[config.mk]
export PLATFORM = sky130hd
export DESIGN_NAME = snn_top
export DESIGN_NICKNAME = d
export VERILOG_FILES = /design/src/verilog/snn_pkg.sv /design/src/verilog/rate_encoder.sv /design/src/verilog/neuron_array.sv /design/src/verilog/spike_tally.sv /design/src/verilog/snn_top.sv
export SDC_FILE = /design/constraint.sdc
export NUM_CORES = 2
export LEC_CHECK = 0
export ABC_CLOCK_PERIOD_IN_PS = 20200
export BUFFER_PORTS_ARGS = -buffer_cell sky130_fd_sc_hd__buf_2
export CORE_MARGIN = 5
export CORE_UTILIZATION = 45
export DETAILED_ROUTE_END_ITERATION = 8
export PLACE_DENSITY_LB_ADDON = 0.08
export SLEW_MARGIN = 20
export SYNTH_ARGS = -nofsm -noshare
export SYNTH_HDL_FRONTEND = slang
export SYNTH_SLANG_ARGS = --single-unit
export TNS_END_PERCENT = 30
[constraint.sdc]
create_clock -name SNN_CLK -period 20.2 [get_ports SNN_CLK]
set_clock_uncertainty 0.1 [all_clocks]
set_input_delay 1.01 -clock SNN_CLK [delete_from_list [all_inputs] [get_ports SNN_CLK]]
set_output_delay 1.01 -clock SNN_CLK [all_outputs]
set_load 0.02 [all_outputs]
[src/verilog/snn_pkg.sv]
package snn_pkg;

    // Data widths
    localparam int PIXEL_W  = 8;
    localparam int WEIGHT_W = 8;   // Signed
    localparam int POT_W    = 16;  // Signed membrane potential
    localparam int COUNT_W  = 16;
    localparam int STEP_W   = 8;

    // Output layer, ten classes
    localparam int NUM_OUT  = 10;
    localparam int OUT_ID_W = 4;

    typedef logic        [PIXEL_W-1:0]  pixel_t;
    typedef logic signed [WEIGHT_W-1:0] weight_t;
    typedef logic signed [POT_W-1:0]    pot_t;
    typedef logic        [OUT_ID_W-1:0] out_id_t;
    typedef logic        [COUNT_W-1:0]  count_t;

    // Encoder sequencing
    typedef enum logic [1:0] {
        ENC_IDLE,
        ENC_SCAN,       // Walk pixels, emit events
        ENC_DRAIN,      // Wait for all credits back
        ENC_WAIT_STEP   // Wait for fire pass
    } enc_state_t;

    // Neuron array sequencing
    typedef enum logic [1:0] {
        NRN_IDLE,
        NRN_INTEG,
        NRN_FIRE
    } nrn_state_t;

endpackage

[src/verilog/rate_encoder.sv]
`timescale 1ns/10ps

module rate_encoder #(
    parameter int NUM_IN    = 16,
    parameter int IN_ADDR_W = 4,
    parameter int CREDITS   = 4
) (
    input  logic                       SNN_CLK,
    input  logic                       RST_N,
    input  logic                       pix_we,
    input  logic [IN_ADDR_W-1:0]       pix_addr,
    input  snn_pkg::pixel_t            pix_data,
    input  logic                       start,
    input  logic [snn_pkg::STEP_W-1:0] num_steps,
    output logic                       busy,
    output logic                       ev_valid,
    output logic [IN_ADDR_W-1:0]       ev_addr,
    input  logic                       ev_credit,
    output logic                       step_end,
    output logic                       run_last,
    input  logic                       step_done
);

    localparam int CRED_W = $clog2(CREDITS + 1);

    snn_pkg::enc_state_t        state;
    snn_pkg::pixel_t            pix_mem [NUM_IN];
    snn_pkg::pixel_t            acc     [NUM_IN];  // Phase accumulators
    logic [IN_ADDR_W-1:0]       pix_idx;
    logic [snn_pkg::STEP_W-1:0] step_cnt;
    logic [snn_pkg::STEP_W-1:0] steps_r;
    logic [CRED_W-1:0]          credit_cnt;
    logic                       finish;
    logic [snn_pkg::PIXEL_W:0]  acc_sum;
    logic                       carry;
    logic                       advance;
    logic                       spend;
    logic                       last_pix;
    logic                       last_step;

    assign acc_sum   = {1'b0, acc[pix_idx]} + {1'b0, pix_mem[pix_idx]};
    assign carry     = acc_sum[snn_pkg::PIXEL_W];  // Wrap of the phase means a spike
    // Hold the pixel while a spike is due and no credit is left
    assign advance   = (state == snn_pkg::ENC_SCAN) && (!carry || credit_cnt != '0);
    assign spend     = advance && carry;
    assign last_pix  = pix_idx == IN_ADDR_W'(NUM_IN - 1);
    assign last_step = step_cnt == steps_r - 1'b1;

    always_ff @(posedge SNN_CLK) begin
        if (pix_we && !busy) begin
            pix_mem[pix_addr] <= pix_data;
        end
    end

    always_ff @(posedge SNN_CLK) begin
        if (start && !busy) begin
            for (int i = 0; i < NUM_IN; i++) begin
                acc[i] <= '0;
            end
        end else if (advance) begin
            acc[pix_idx] <= acc_sum[snn_pkg::PIXEL_W-1:0];
        end
    end

    // Credits leave with each event and come back as the array retires it
    always_ff @(posedge SNN_CLK or negedge RST_N) begin
        if (!RST_N) begin
            credit_cnt <= CRED_W'(CREDITS);
        end else if (start && !busy) begin
            credit_cnt <= CRED_W'(CREDITS);
        end else begin
            credit_cnt <= credit_cnt - CRED_W'(spend) + CRED_W'(ev_credit);
        end
    end

    always_ff @(posedge SNN_CLK or negedge RST_N) begin
        if (!RST_N) begin
            state    <= snn_pkg::ENC_IDLE;
            busy     <= 1'b0;
            finish   <= 1'b0;
            pix_idx  <= '0;
            step_cnt <= '0;
            steps_r  <= '0;
            ev_valid <= 1'b0;
            ev_addr  <= '0;
            step_end <= 1'b0;
            run_last <= 1'b0;
        end else begin
            ev_valid <= spend;
            step_end <= 1'b0;
            if (spend) begin
                ev_addr <= pix_idx;
            end
            // One cycle tail so busy drops together with the tally's done
            if (finish) begin
                busy   <= 1'b0;
                finish <= 1'b0;
            end
            case (state)
                snn_pkg::ENC_IDLE: begin
                    if (start && !busy) begin
                        busy     <= 1'b1;
                        steps_r  <= num_steps;
                        step_cnt <= '0;
                        pix_idx  <= '0;
                        state    <= snn_pkg::ENC_SCAN;
                    end
                end
                snn_pkg::ENC_SCAN: begin
                    if (advance) begin
                        if (last_pix) begin
                            pix_idx <= '0;
                            state   <= snn_pkg::ENC_DRAIN;
                        end else begin
                            pix_idx <= pix_idx + 1'b1;
                        end
                    end
                end
                snn_pkg::ENC_DRAIN: begin
                    if (credit_cnt == CRED_W'(CREDITS)) begin  // Array queue empty
                        step_end <= 1'b1;
                        run_last <= last_step;
                        state    <= snn_pkg::ENC_WAIT_STEP;
                    end
                end
                snn_pkg::ENC_WAIT_STEP: begin
                    if (step_done) begin
                        if (run_last) begin
                            finish <= 1'b1;
                            state  <= snn_pkg::ENC_IDLE;
                        end else begin
                            step_cnt <= step_cnt + 1'b1;
                            state    <= snn_pkg::ENC_SCAN;
                        end
                    end
                end
                default: state <= snn_pkg::ENC_IDLE;
            endcase
        end
    end

    a_credit_max: assert property (@(posedge SNN_CLK) disable iff (!RST_N)
        credit_cnt <= CRED_W'(CREDITS));

    // An event on the wire still holds its credit
    a_event_has_credit: assert property (@(posedge SNN_CLK) disable iff (!RST_N)
        ev_valid |-> credit_cnt != CRED_W'(CREDITS));

endmodule

[src/verilog/neuron_array.sv]
`timescale 1ns/10ps

module neuron_array #(
    parameter int NUM_IN     = 16,
    parameter int IN_ADDR_W  = 4,
    parameter int CREDITS    = 4,
    parameter int THRESHOLD  = 200,
    parameter int LEAK_SHIFT = 3
) (
    input  logic                 SNN_CLK,
    input  logic                 RST_N,
    input  logic                 w_we,
    input  logic [IN_ADDR_W-1:0] w_in_addr,
    input  snn_pkg::out_id_t     w_out_id,
    input  snn_pkg::weight_t     w_data,
    input  logic                 start,
    input  logic                 ev_valid,
    input  logic [IN_ADDR_W-1:0] ev_addr,
    output logic                 ev_credit,
    input  logic                 step_end,
    input  logic                 run_last,
    output logic                 step_done,
    output logic                 spike_valid,
    output snn_pkg::out_id_t     spike_id,
    output logic                 clear,
    output logic                 fire_last
);

    localparam int QA_W  = $clog2(CREDITS);
    localparam int QC_W  = $clog2(CREDITS + 1);
    localparam int SUM_W = snn_pkg::POT_W + 1;

    snn_pkg::nrn_state_t  state;
    snn_pkg::weight_t     w_mem [NUM_IN][snn_pkg::NUM_OUT];
    snn_pkg::pot_t        pot   [snn_pkg::NUM_OUT];
    logic [IN_ADDR_W-1:0] q_mem [CREDITS];  // Event queue
    logic [QA_W-1:0]      q_wr;
    logic [QA_W-1:0]      q_rd;
    logic [QC_W-1:0]      q_cnt;
    logic                 q_pop;
    snn_pkg::out_id_t     nrn_idx;
    logic                 last_r;
    logic                 active;
    logic                 fire_last_d;
    logic                 run_start;
    logic                 last_nrn;
    logic                 fire;
    snn_pkg::pot_t        pot_cur;
    snn_pkg::pot_t        pot_sat;
    snn_pkg::pot_t        pot_leak;
    snn_pkg::weight_t     wt;
    logic signed [SUM_W-1:0] sum;

    assign run_start = start && !active;
    assign last_nrn  = nrn_idx == snn_pkg::out_id_t'(snn_pkg::NUM_OUT - 1);
    assign q_pop     = (state == snn_pkg::NRN_INTEG) && last_nrn;

    assign pot_cur  = pot[nrn_idx];
    assign wt       = w_mem[q_mem[q_rd]][nrn_idx];
    assign sum      = SUM_W'(pot_cur) + SUM_W'(wt);
    assign fire     = pot_cur >= snn_pkg::pot_t'(THRESHOLD);
    assign pot_leak = pot_cur - (pot_cur >>> LEAK_SHIFT);

    // Clamp to the signed potential range
    always_comb begin
        if (sum[SUM_W-1] != sum[SUM_W-2]) begin
            pot_sat = sum[SUM_W-1] ? {1'b1, {(snn_pkg::POT_W-1){1'b0}}}
                                   : {1'b0, {(snn_pkg::POT_W-1){1'b1}}};
        end else begin
            pot_sat = sum[snn_pkg::POT_W-1:0];
        end
    end

    always_ff @(posedge SNN_CLK) begin
        if (w_we && !active) begin
            w_mem[w_in_addr][w_out_id] <= w_data;
        end
        if (ev_valid) begin
            q_mem[q_wr] <= ev_addr;
        end
    end

    always_ff @(posedge SNN_CLK) begin
        if (run_start) begin
            for (int i = 0; i < snn_pkg::NUM_OUT; i++) begin
                pot[i] <= '0;
            end
        end else if (state == snn_pkg::NRN_INTEG) begin
            pot[nrn_idx] <= pot_sat;
        end else if (state == snn_pkg::NRN_FIRE) begin
            pot[nrn_idx] <= fire ? '0 : pot_leak;  // Reset on spike, else leak
        end
    end

    always_ff @(posedge SNN_CLK or negedge RST_N) begin
        if (!RST_N) begin
            q_wr  <= '0;
            q_rd  <= '0;
            q_cnt <= '0;
        end else begin
            if (ev_valid) begin
                q_wr <= (q_wr == QA_W'(CREDITS - 1)) ? '0 : q_wr + 1'b1;
            end
            if (q_pop) begin
                q_rd <= (q_rd == QA_W'(CREDITS - 1)) ? '0 : q_rd + 1'b1;
            end
            q_cnt <= q_cnt + QC_W'(ev_valid) - QC_W'(q_pop);
        end
    end

    always_ff @(posedge SNN_CLK or negedge RST_N) begin
        if (!RST_N) begin
            state       <= snn_pkg::NRN_IDLE;
            nrn_idx     <= '0;
            last_r      <= 1'b0;
            active      <= 1'b0;
            fire_last_d <= 1'b0;
            ev_credit   <= 1'b0;
            step_done   <= 1'b0;
            spike_valid <= 1'b0;
            spike_id    <= '0;
            clear       <= 1'b0;
            fire_last   <= 1'b0;
        end else begin
            ev_credit   <= q_pop;  // Retired event frees a slot
            clear       <= run_start;
            step_done   <= 1'b0;
            spike_valid <= 1'b0;
            fire_last   <= 1'b0;
            fire_last_d <= fire_last;
            // Held one cycle past fire_last, in line with the encoder's busy
            if (run_start) begin
                active <= 1'b1;
            end else if (fire_last_d) begin
                active <= 1'b0;
            end
            case (state)
                snn_pkg::NRN_IDLE: begin
                    nrn_idx <= '0;
                    if (step_end) begin
                        last_r <= run_last;
                        state  <= snn_pkg::NRN_FIRE;
                    end else if (q_cnt != '0) begin
                        state <= snn_pkg::NRN_INTEG;
                    end
                end
                snn_pkg::NRN_INTEG: begin
                    if (last_nrn) begin
                        nrn_idx <= '0;
                        if (q_cnt == QC_W'(1)) begin
                            state <= snn_pkg::NRN_IDLE;
                        end
                    end else begin
                        nrn_idx <= nrn_idx + 1'b1;
                    end
                end
                snn_pkg::NRN_FIRE: begin
                    if (fire) begin
                        spike_valid <= 1'b1;
                        spike_id    <= nrn_idx;
                    end
                    if (last_nrn) begin
                        nrn_idx   <= '0;
                        step_done <= 1'b1;
                        fire_last <= last_r;
                        state     <= snn_pkg::NRN_IDLE;
                    end else begin
                        nrn_idx <= nrn_idx + 1'b1;
                    end
                end
                default: state <= snn_pkg::NRN_IDLE;
            endcase
        end
    end

    a_queue_room: assert property (@(posedge SNN_CLK) disable iff (!RST_N)
        ev_valid |-> q_cnt < QC_W'(CREDITS));

    a_step_end_drained: assert property (@(posedge SNN_CLK) disable iff (!RST_N)
        step_end |-> (q_cnt == '0) && (state == snn_pkg::NRN_IDLE));

endmodule

[src/verilog/spike_tally.sv]
`timescale 1ns/10ps

module spike_tally (
    input  logic             SNN_CLK,
    input  logic             RST_N,
    input  logic             clear,
    input  logic             spike_valid,
    input  snn_pkg::out_id_t spike_id,
    input  logic             fire_last,
    output logic             done,
    output snn_pkg::out_id_t result_class,
    output snn_pkg::count_t  result_count
);

    snn_pkg::count_t  cnt [snn_pkg::NUM_OUT];
    logic             search;
    snn_pkg::out_id_t best_id;
    snn_pkg::count_t  best_cnt;

    always_ff @(posedge SNN_CLK or negedge RST_N) begin
        if (!RST_N) begin
            for (int i = 0; i < snn_pkg::NUM_OUT; i++) begin
                cnt[i] <= '0;
            end
        end else if (clear) begin
            for (int i = 0; i < snn_pkg::NUM_OUT; i++) begin
                cnt[i] <= '0;
            end
        end else if (spike_valid && cnt[spike_id] != '1) begin  // Saturate
            cnt[spike_id] <= cnt[spike_id] + 1'b1;
        end
    end

    // Strict compare keeps the lowest index on a tie
    always_comb begin
        best_id  = '0;
        best_cnt = cnt[0];
        for (int i = 1; i < snn_pkg::NUM_OUT; i++) begin
            if (cnt[i] > best_cnt) begin
                best_id  = snn_pkg::out_id_t'(i);
                best_cnt = cnt[i];
            end
        end
    end

    always_ff @(posedge SNN_CLK or negedge RST_N) begin
        if (!RST_N) begin
            search <= 1'b0;
            done   <= 1'b0;
        end else begin
            search <= fire_last;  // Last spike lands with fire_last
            done   <= search;
        end
    end

    always_ff @(posedge SNN_CLK) begin
        if (search) begin
            result_class <= best_id;
            result_count <= best_cnt;
        end
    end

endmodule

[src/verilog/snn_top.sv]
`timescale 1ns/10ps

module snn_top #(
    parameter int NUM_IN     = 16,
    parameter int IN_ADDR_W  = 4,
    parameter int CREDITS    = 4,
    parameter int THRESHOLD  = 200,
    parameter int LEAK_SHIFT = 3
) (
    input  logic                       SNN_CLK,
    input  logic                       RST_N,
    // Host pixel writes
    input  logic                       pix_we,
    input  logic [IN_ADDR_W-1:0]       pix_addr,
    input  snn_pkg::pixel_t            pix_data,
    // Host weight writes
    input  logic                       w_we,
    input  logic [IN_ADDR_W-1:0]       w_in_addr,
    input  snn_pkg::out_id_t           w_out_id,
    input  snn_pkg::weight_t           w_data,
    // Run control
    input  logic                       start,
    input  logic [snn_pkg::STEP_W-1:0] num_steps,
    output logic                       busy,
    output logic                       done,
    // Output address-event stream
    output logic                       spike_valid,
    output snn_pkg::out_id_t           spike_id,
    // Classification result
    output snn_pkg::out_id_t           result_class,
    output snn_pkg::count_t            result_count
);

    logic                 ev_valid;
    logic [IN_ADDR_W-1:0] ev_addr;
    logic                 ev_credit;
    logic                 step_end;
    logic                 run_last;
    logic                 step_done;
    logic                 clear;
    logic                 fire_last;

    rate_encoder #(
        .NUM_IN    (NUM_IN),
        .IN_ADDR_W (IN_ADDR_W),
        .CREDITS   (CREDITS)
    ) encoder_i (
        .SNN_CLK   (SNN_CLK),
        .RST_N     (RST_N),
        .pix_we    (pix_we),
        .pix_addr  (pix_addr),
        .pix_data  (pix_data),
        .start     (start),
        .num_steps (num_steps),
        .busy      (busy),
        .ev_valid  (ev_valid),
        .ev_addr   (ev_addr),
        .ev_credit (ev_credit),
        .step_end  (step_end),
        .run_last  (run_last),
        .step_done (step_done)
    );

    neuron_array #(
        .NUM_IN     (NUM_IN),
        .IN_ADDR_W  (IN_ADDR_W),
        .CREDITS    (CREDITS),
        .THRESHOLD  (THRESHOLD),
        .LEAK_SHIFT (LEAK_SHIFT)
    ) neurons_i (
        .SNN_CLK     (SNN_CLK),
        .RST_N       (RST_N),
        .w_we        (w_we),
        .w_in_addr   (w_in_addr),
        .w_out_id    (w_out_id),
        .w_data      (w_data),
        .start       (start),
        .ev_valid    (ev_valid),
        .ev_addr     (ev_addr),
        .ev_credit   (ev_credit),
        .step_end    (step_end),
        .run_last    (run_last),
        .step_done   (step_done),
        .spike_valid (spike_valid),
        .spike_id    (spike_id),
        .clear       (clear),
        .fire_last   (fire_last)
    );

    spike_tally tally_i (
        .SNN_CLK      (SNN_CLK),
        .RST_N        (RST_N),
        .clear        (clear),
        .spike_valid  (spike_valid),
        .spike_id     (spike_id),
        .fire_last    (fire_last),
        .done         (done),
        .result_class (result_class),
        .result_count (result_count)
    );

endmodule

# --- Yosys cells after proc, flatten, opt, wreduce, memory -nomap -nowiden ---
# Memories as Yosys holds them, arrays and structs flattened.
# Index checks and enable logic that the tools add are counted.
word_totals:
  regBits: 240
  ram_bits: 1712
  input_bits: 41
  output_inout_bits: 27
  word_cells: 238
  n_memories: 5
memory_table:
  columns: ["name", "words", "width", "rd", "rd_ports_with_merged_regs", "write_ports", "line_no", "source"]
  rows:
  - ["neurons_i.w_mem", 16, 80, 1, 0, 1, "neuron_array.sv:34", "snn_pkg::weight_t w_mem [NUM_IN][snn_pkg::NUM_OUT];"]
  - ["neurons_i.pot", 10, 16, 1, 0, 10, "neuron_array.sv:35", "snn_pkg::pot_t pot [snn_pkg::NUM_OUT];"]
  - ["encoder_i.acc", 16, 8, 1, 0, 16, "rate_encoder.sv:28", "snn_pkg::pixel_t acc [NUM_IN];"]
  - ["encoder_i.pix_mem", 16, 8, 1, 0, 1, "rate_encoder.sv:27", "snn_pkg::pixel_t pix_mem [NUM_IN];"]
  - ["neurons_i.q_mem", 4, 4, 1, 0, 1, "neuron_array.sv:36", "logic [IN_ADDR_W-1:0] q_mem [CREDITS];"]
classes:
  addsub: 14
  order_cmp: 15
  eq_ne: 24
  mux: 102
  bitwise_logic: 4
  reduce_logical: 35
op_table:
  columns: ["op", "count"]
  rows:
  - ["$mux 160", 2]
  - ["$mux 16", 17]
  - ["$bwmux 160", 1]
  - ["$gt 16x16->1", 9]
  - ["$mux 80", 1]
  - ["$bmux 16 s4", 1]
  - ["$demux 16 s4", 1]
  - ["$mux 8", 7]
  - ["$mux 1", 40]
  - ["$bmux 8 s4", 1]
  - ["$demux 8 s4", 1]
  - ["$mux 2", 14]
  - ["$mux 4", 6]
  - ["$add 16x8->17", 1]
  - ["$add 16x1->16 const B", 1]
  - ["$ge 16x9->1 const B", 1]
  - ["$ne 16x16->1 const B", 1]
  - ["$pmux 4 s2", 2]
  - ["$pmux 8 s2", 1]
  - ["$reduce_or 16->1", 1]
  - ["$sub 16x13->16", 1]
  - ["$ge 5x5->1 const B", 3]
  - ["$mux 3", 5]
  - ["$not 4->5", 3]
  - ["other kinds (33)", 73]

# --- Logic depth before layout (Yosys ltp) ---
depth:
  word_depth: 18
  depth_mapped: 113
  ltp_nobuf: 102

# --- Hierarchy ---
# From an unflattened synthesis, not the netlist that was laid out.
hier_totals:
  hier_cells: 6200
  area_unflattened_um2: 91584.1
modules_own_cells:
  columns: ["mod", "n_inst", "cells_each", "area_per_inst_um2", "seq_area_each_um2"]
  rows:
  - ["neuron_array", 1, 3843, 64310.4, 47230.3]
  - ["spike_tally", 1, 1514, 14254.9, 4654.5]
  - ["rate_encoder", 1, 843, 13018.7, 8539.4]

# --- Least setup slack after synthesis ---
# No wires, ideal clock.
synth_path:
  path_kind: "reg-to-reg"
  from: "reg tally_i.cnt[143] in the netlist's numbering"
  to: "reg tally_i.result_class[1] (data pin)"
  setup_ns: 0.152
  arrival_ns: 18.831
  t_required_ns: 19.948
  path_slack_ns: 1.117
  stages_incl_launch_ff: 104
  n_path_buf: 13
  synth_period_minus_slack_ns: 19.083
  path_cell_list: "dfrtp_1 > ha_1 > nand4_2 > nor4_4 > nand2_1 > nand2_1 > clkbuf_1 > mux2i_1 > ha_1 > nand4_1 > or3_1 > o211ai_1 > a31oi_1 > a211oi_1 > clkbuf_1 > a21oi_1 > ha_1 > nand4_1 > (+68 left out) > o221a_2 > nor2_1 > clkbuf_1 > clkbuf_1 > mux2i_1 > ha_1 > a21oi_1 > nor2b_1 > o21ai_0 > nand2b_1 > a21oi_1 > nor2b_1 > o31ai_1 > a21oi_1 > nor2_1 > clkbuf_1 > inv_1 > a31oi_1"
synth_between:
  elab_chain_cells: 18
  word_cells_on_any_way: 24
  cone_classes: "order compare (9); mux (14); reduce/logical (1)"
synth_rtl:
  columns: ["element", "line_no", "source"]
  rows:
  - ["start, declared", "spike_tally.sv:15", "snn_pkg::count_t cnt [snn_pkg::NUM_OUT];"]
  - ["start signal, assigned by index", "spike_tally.sv:30", "cnt[spike_id] <= cnt[spike_id] + 1'b1;"]
  - ["$gt 16x16->1", "spike_tally.sv:39", "if (cnt[i] > best_cnt) begin"]
  - ["$mux 16 (*)", "spike_tally.sv:39", null]
  - ["$gt 16x16->1", "spike_tally.sv:39", null]
  - ["$mux 16", "spike_tally.sv:39", null]
  - ["$gt 16x16->1", "spike_tally.sv:39", null]
  - ["$mux 16", "spike_tally.sv:39", null]
  - ["$gt 16x16->1", "spike_tally.sv:39", null]
  - ["$mux 16", "spike_tally.sv:39", null]
  - ["(+2 left out)", null, null]
  - ["$gt 16x16->1", "spike_tally.sv:39", null]
  - ["$mux 16", "spike_tally.sv:39", null]
  - ["$gt 16x16->1", "spike_tally.sv:39", null]
  - ["$mux 16", "spike_tally.sv:39", null]
  - ["$gt 16x16->1", "spike_tally.sv:39", null]
  - ["$mux 16", "spike_tally.sv:39", null]
  - ["$gt 16x16->1", "spike_tally.sv:39", null]
  - ["$reduce_or 2->1 (no line)", null, null]
  - ["end signal, assigned", "spike_tally.sv:58", "result_class <= best_id;"]
  - ["end, declared", "spike_tally.sv:11", "output snn_pkg::out_id_t result_class,"]
# Every way passes the cells marked *; elsewhere a longest branch is shown, timed or not.
# A chain may end at the register's enable or synchronous reset.

# --- Worst setup path in the final report ---
layout_path:
  from: "reg tally_i.cnt[135] in the netlist's numbering"
  to: "reg tally_i.result_count[4] (data pin)"
layout_between:
  elab_chain_cells: 18
layout_rtl:
  columns: ["element", "line_no", "source"]
  rows:
  - ["$gt 16x16->1", "spike_tally.sv:39", null]
  - ["$mux 16 (*)", "spike_tally.sv:39", null]
  - ["$gt 16x16->1", "spike_tally.sv:39", null]
  - ["$mux 16 (*)", "spike_tally.sv:39", null]
  - ["$gt 16x16->1", "spike_tally.sv:39", null]
  - ["$mux 16 (*)", "spike_tally.sv:39", null]
  - ["$gt 16x16->1", "spike_tally.sv:39", null]
  - ["$mux 16 (*)", "spike_tally.sv:39", null]
  - ["(+3 left out)", null, null]
  - ["$mux 16 (*)", "spike_tally.sv:39", null]
  - ["$gt 16x16->1", "spike_tally.sv:39", null]
  - ["$mux 16 (*)", "spike_tally.sv:39", null]
  - ["$gt 16x16->1", "spike_tally.sv:39", null]
  - ["$mux 16 (*)", "spike_tally.sv:39", null]
  - ["$gt 16x16->1", "spike_tally.sv:39", null]
  - ["$mux 16 (*)", "spike_tally.sv:39", null]
  - ["via tally_i.best_cnt[4]", "spike_tally.sv:18", "snn_pkg::count_t best_cnt;"]
  - ["end signal, assigned", "spike_tally.sv:59", "result_count <= best_cnt;"]
  - ["end, declared", "spike_tally.sv:12", "output snn_pkg::count_t result_count"]
# The timed path passes the listed nets; every way through them passes the cells marked *.

==> metrics.md <==
| Metric | Value |
|---|---|
| Run status | finished clean |
| Clk root buf | clkbuf_16 |
| YS warnings | 0 |
| Post-synth EDFFs | between 1500 and 2000 |
| DR pass1 iterations | 6 |
| Starting Density | 0.452 |
| Worst slew margin | 0.238 |
| P_int | 6.79 mW |
| Leak | roughly 36 nW |
| Via count | between 40000 and 50000 |
| Cell family with most CP delay | simple AND/OR/NAND/NOR gates |
| Ys async rst share | 0.107 |
| Routed len/inst | 27.8 um |
| Fin util | 0.507 |
| Switch share | 0.204 |
| CP Max Fanout | 34 |
| Worst Setup End Kind | flip-flop |
| DRC violations left | 0 |
| Final setup vio count | 0 |
| Post-synth cell types | 84 |
| Synthesis-stage register bit count | 2048 |
| NetSw | 1.74 mW |
| Final min period | about 19 ns |
| Area grow syn2layout | 12.1% |
| Synth Area per Inst | 16.7 sq um |
| Power Density | approximately 84 nW/um^2 |
| Dpl cell area | roughly 94000 sq um |
| Clock tree buffer depth | 3 |
| Final standard cell area without fillers | between 100000 and 150000 sq um |
| CTS Buf Count | about 210 |
| Power share of the combinational group | 0.009 |
| Sinks on the clock net | a little over 2000 |
| Power, Total | between 8 and 9 mW |
| Gate Count Post-Synth | approximately 5400 |
| CP Class | reg2reg |
| Count leader, synth | edfxtp_1 |
| Share of the synthesized area in the top cell type | 0.608 |
| Sequential Power Share | 0.539 |
| Synth Cell Area | 90300 sq um |
| Sequential-to-total area share from yosys stat | 0.669 |
| Synth Net Count | 5666 |
| Dominant synthesized flop cell | edfxtp_1 |
| Hold Violations, Final | 0 |
| Rows | between 150 and 200 |
| Max Slew Vio Count | 0 |
| Worst IR drop on VDD | about 80 uV |
| Gp weighted congestion | 0.860 |
| DIE HEIGHT | around 460 um |
| Slowest-stage cell, CP | nor4_1 |
| Crit start category | flip-flop |
| Max_cap viols | 0 |
| Largest net degree at the start of global routing | around 170 |
| Initial DRC count | about 4000 |
| Maximum clock rate | between 50 and 60 MHz |
| Worst Hold Class | reg2reg |
| Largest stage delay on the critical path | around 0.60 ns |
| CTS H-tree depth | 4 |
| I/O pin count | about 70 |
| Overall die width | 458 um |
| Core ar. | around 200000 sq um |
| Via-per-instance ratio | around 5.8 |
| Fin crit share | 0.943 |
| Die ar. | ~210000 sq um |
| Commonest cells post-synth | edfxtp_1, nor2_1, mux4_2, mux2i_1, dfrtp_1 |
| Initial antenna violation count | 11 |
| Slew at the pin with the worst max-slew slack | 1.14 ns |
| Clk Latency, worst-skew pair | 0.86 ns |
| Reg clk slew, reported paths | around 0.060 ns |
| Detailed Place HPWL | 149000 um |
| Top cells by area, synth | edfxtp_1, mux4_2, dfrtp_1 |
| DRT Wirelength | 234000 um |
| Clock power frac | 0.451 |
| Grt total ovfl | 0 |
| Crit path required time | around 21 ns |
| Fin nets | between 5000 and 6000 |
| First-pass GRT wire length | between 300000 and 400000 um |
| CTS tree | yes |
| GRT Util Overall | 0.221 |
| WP data arrival | a little under 20 ns |
| DRT antenna net count | 0 |
| Most frequent CP cell | ha_1 |
| Number of global-route vias before repair | roughly 50000 |
| Yosys top cell by area | edfxtp_1 |
| I/O Buffers | between 60 and 70 |
| CP Buf/Inv Count | 12 |
| Fraction of layout cells with a size suffix above 1 | 0.212 |
## through the flow
stage	cells	setup WS (ns)	hold slack, ns	setup TNS (ns)
2_1_floorplan	5415	1.12	0.231	0
3_3_place_gp	7972	0.141	0.235	0
3_5_place_dp	7972	-0.322	0.242	-4.20
4_1_cts	8378	0.0224	0.239	0
5_1_grt	8392	-0.0353	0.267	-0.215
6_report	8394	1.15	0.264	0
## worst reg2reg max path: cells and delay by family (launching register included)
kind	cells	cell delay, ns
multiplexers	5	1.20
AO/OA/AOI/OAI	36	6.27
buffers and inverters	12	1.94
AND/OR/NAND/NOR	33	6.30
adder cells (fa/ha/maj)	9	2.64
flip-flops	1	0.45
## layer usage
metal | global-route usage | wire length [um] | share of wire | vias to the layer above
li1 | - | - | - | 21400
met1 | 0.315 | 102000 | 0.44 | 25500
met3 | 0.0290 | 11000 | 0.047 | 302
met5 | 0 | 0 | 0 | -
met2 | 0.364 | 115000 | 0.49 | 1290
met4 | 0.0544 | 5390 | 0.023 | 0
## sequential cells by signal, summed over array words and instances (netlist names), 4 cells and up
signal	cells
encoder_i.acc	128
tally_i.result_class	4
encoder_i.step_cnt	8
neurons_i.w_mem	1280
neurons_i.nrn_idx	4
encoder_i.ev_addr	4
neurons_i.spike_id	4
neurons_i.pot	256
encoder_i.pix_mem	128
neurons_i.q_mem	16
tally_i.cnt	160
tally_i.result_count	16
encoder_i.steps_r	8
encoder_i.pix_idx	4
## cell usage in the layout (no fill, tap or decap), drive strengths merged, types with 11 or more instances in the layout
master	count
mux4	556
buf	197
o21ai	78
o21a	19
and3	27
o22ai	29
nand3	62
inv	184
a21oi	156
a221o	15
o31ai	23
mux2i	360
nor2	728
nor3	29
clkbuf	282
nand2	217
nand2b	32
edfxtp	1828
nand4	36
nor2b	29
and2	11
mux2	68
clkinv	95
a21o	37
dfrtp	219
ha	205
nor4	11
xnor2	38
bufinv	16
xor2	22
a31oi	14
## kinds of logic after synthesis
group / count (synthesis) / synth area share
AOI/OAI and AO/OA: 434 / 0.0305
xor gates and xnor gates: 60 / 0.00582
adders and majority gates: 211 / 0.0296
buffers and inverters: 459 / 0.0197
DFF: 2048 / 0.669
muxes: 984 / 0.187
and+or+nand+nor: 1219 / 0.0577
## final timing paths
path	start	to	slack [ns]	cells after the start
hold reg to reg	neurons_i.fire_last	tally_i.search	0.26	0
hold / removal	neurons_i.fire_last	tally_i.search	0.26	0
setup / recovery	tally_i.cnt[135]	tally_i.result_count[4]	1.15	95
max in group asynchronous	RST_N	neurons_i.clear	18.03	3
setup reg to reg	tally_i.cnt[135]	tally_i.result_count[4]	1.15	95
min in group asynchronous	RST_N	neurons_i.spike_id[0]	0.59	2
## layout make-up
class                           count  area (sq um)
Antenna cell                        4          10.0
Clock buffer                      280          5650
Clock inverter                    119          1190
Fill cell                       16500         98500
Inverter                          179           672
Multi-Input combinational cell   2908         28400
Sequential cell                  2048         60400
Tap cell                         2656          3320
Timing Repair Buffer              200          1490
## power groups by stage
stage,Clock (mW),Combinational (mW),Sequential [mW]
2_1_floorplan,0,0.00811,4.69
3_3_place_gp,0,0.0798,4.69
3_5_place_dp,0,0.0828,4.69
4_1_cts,3.94,0.0826,4.60
5_1_grt,4.10,0.0882,4.60
6_report,3.85,0.0804,4.60
## timing repair
item                       CTS  global route
cloned                       0             3
hold endpoints to repair     2             0
pin swaps                    1            16
gates resized for setup      0            59
setup endpoints to repair   19            20
buffers inserted             6             9
hold buffers                 1             0
No activity file was read; power rests on OpenSTA's default activity.
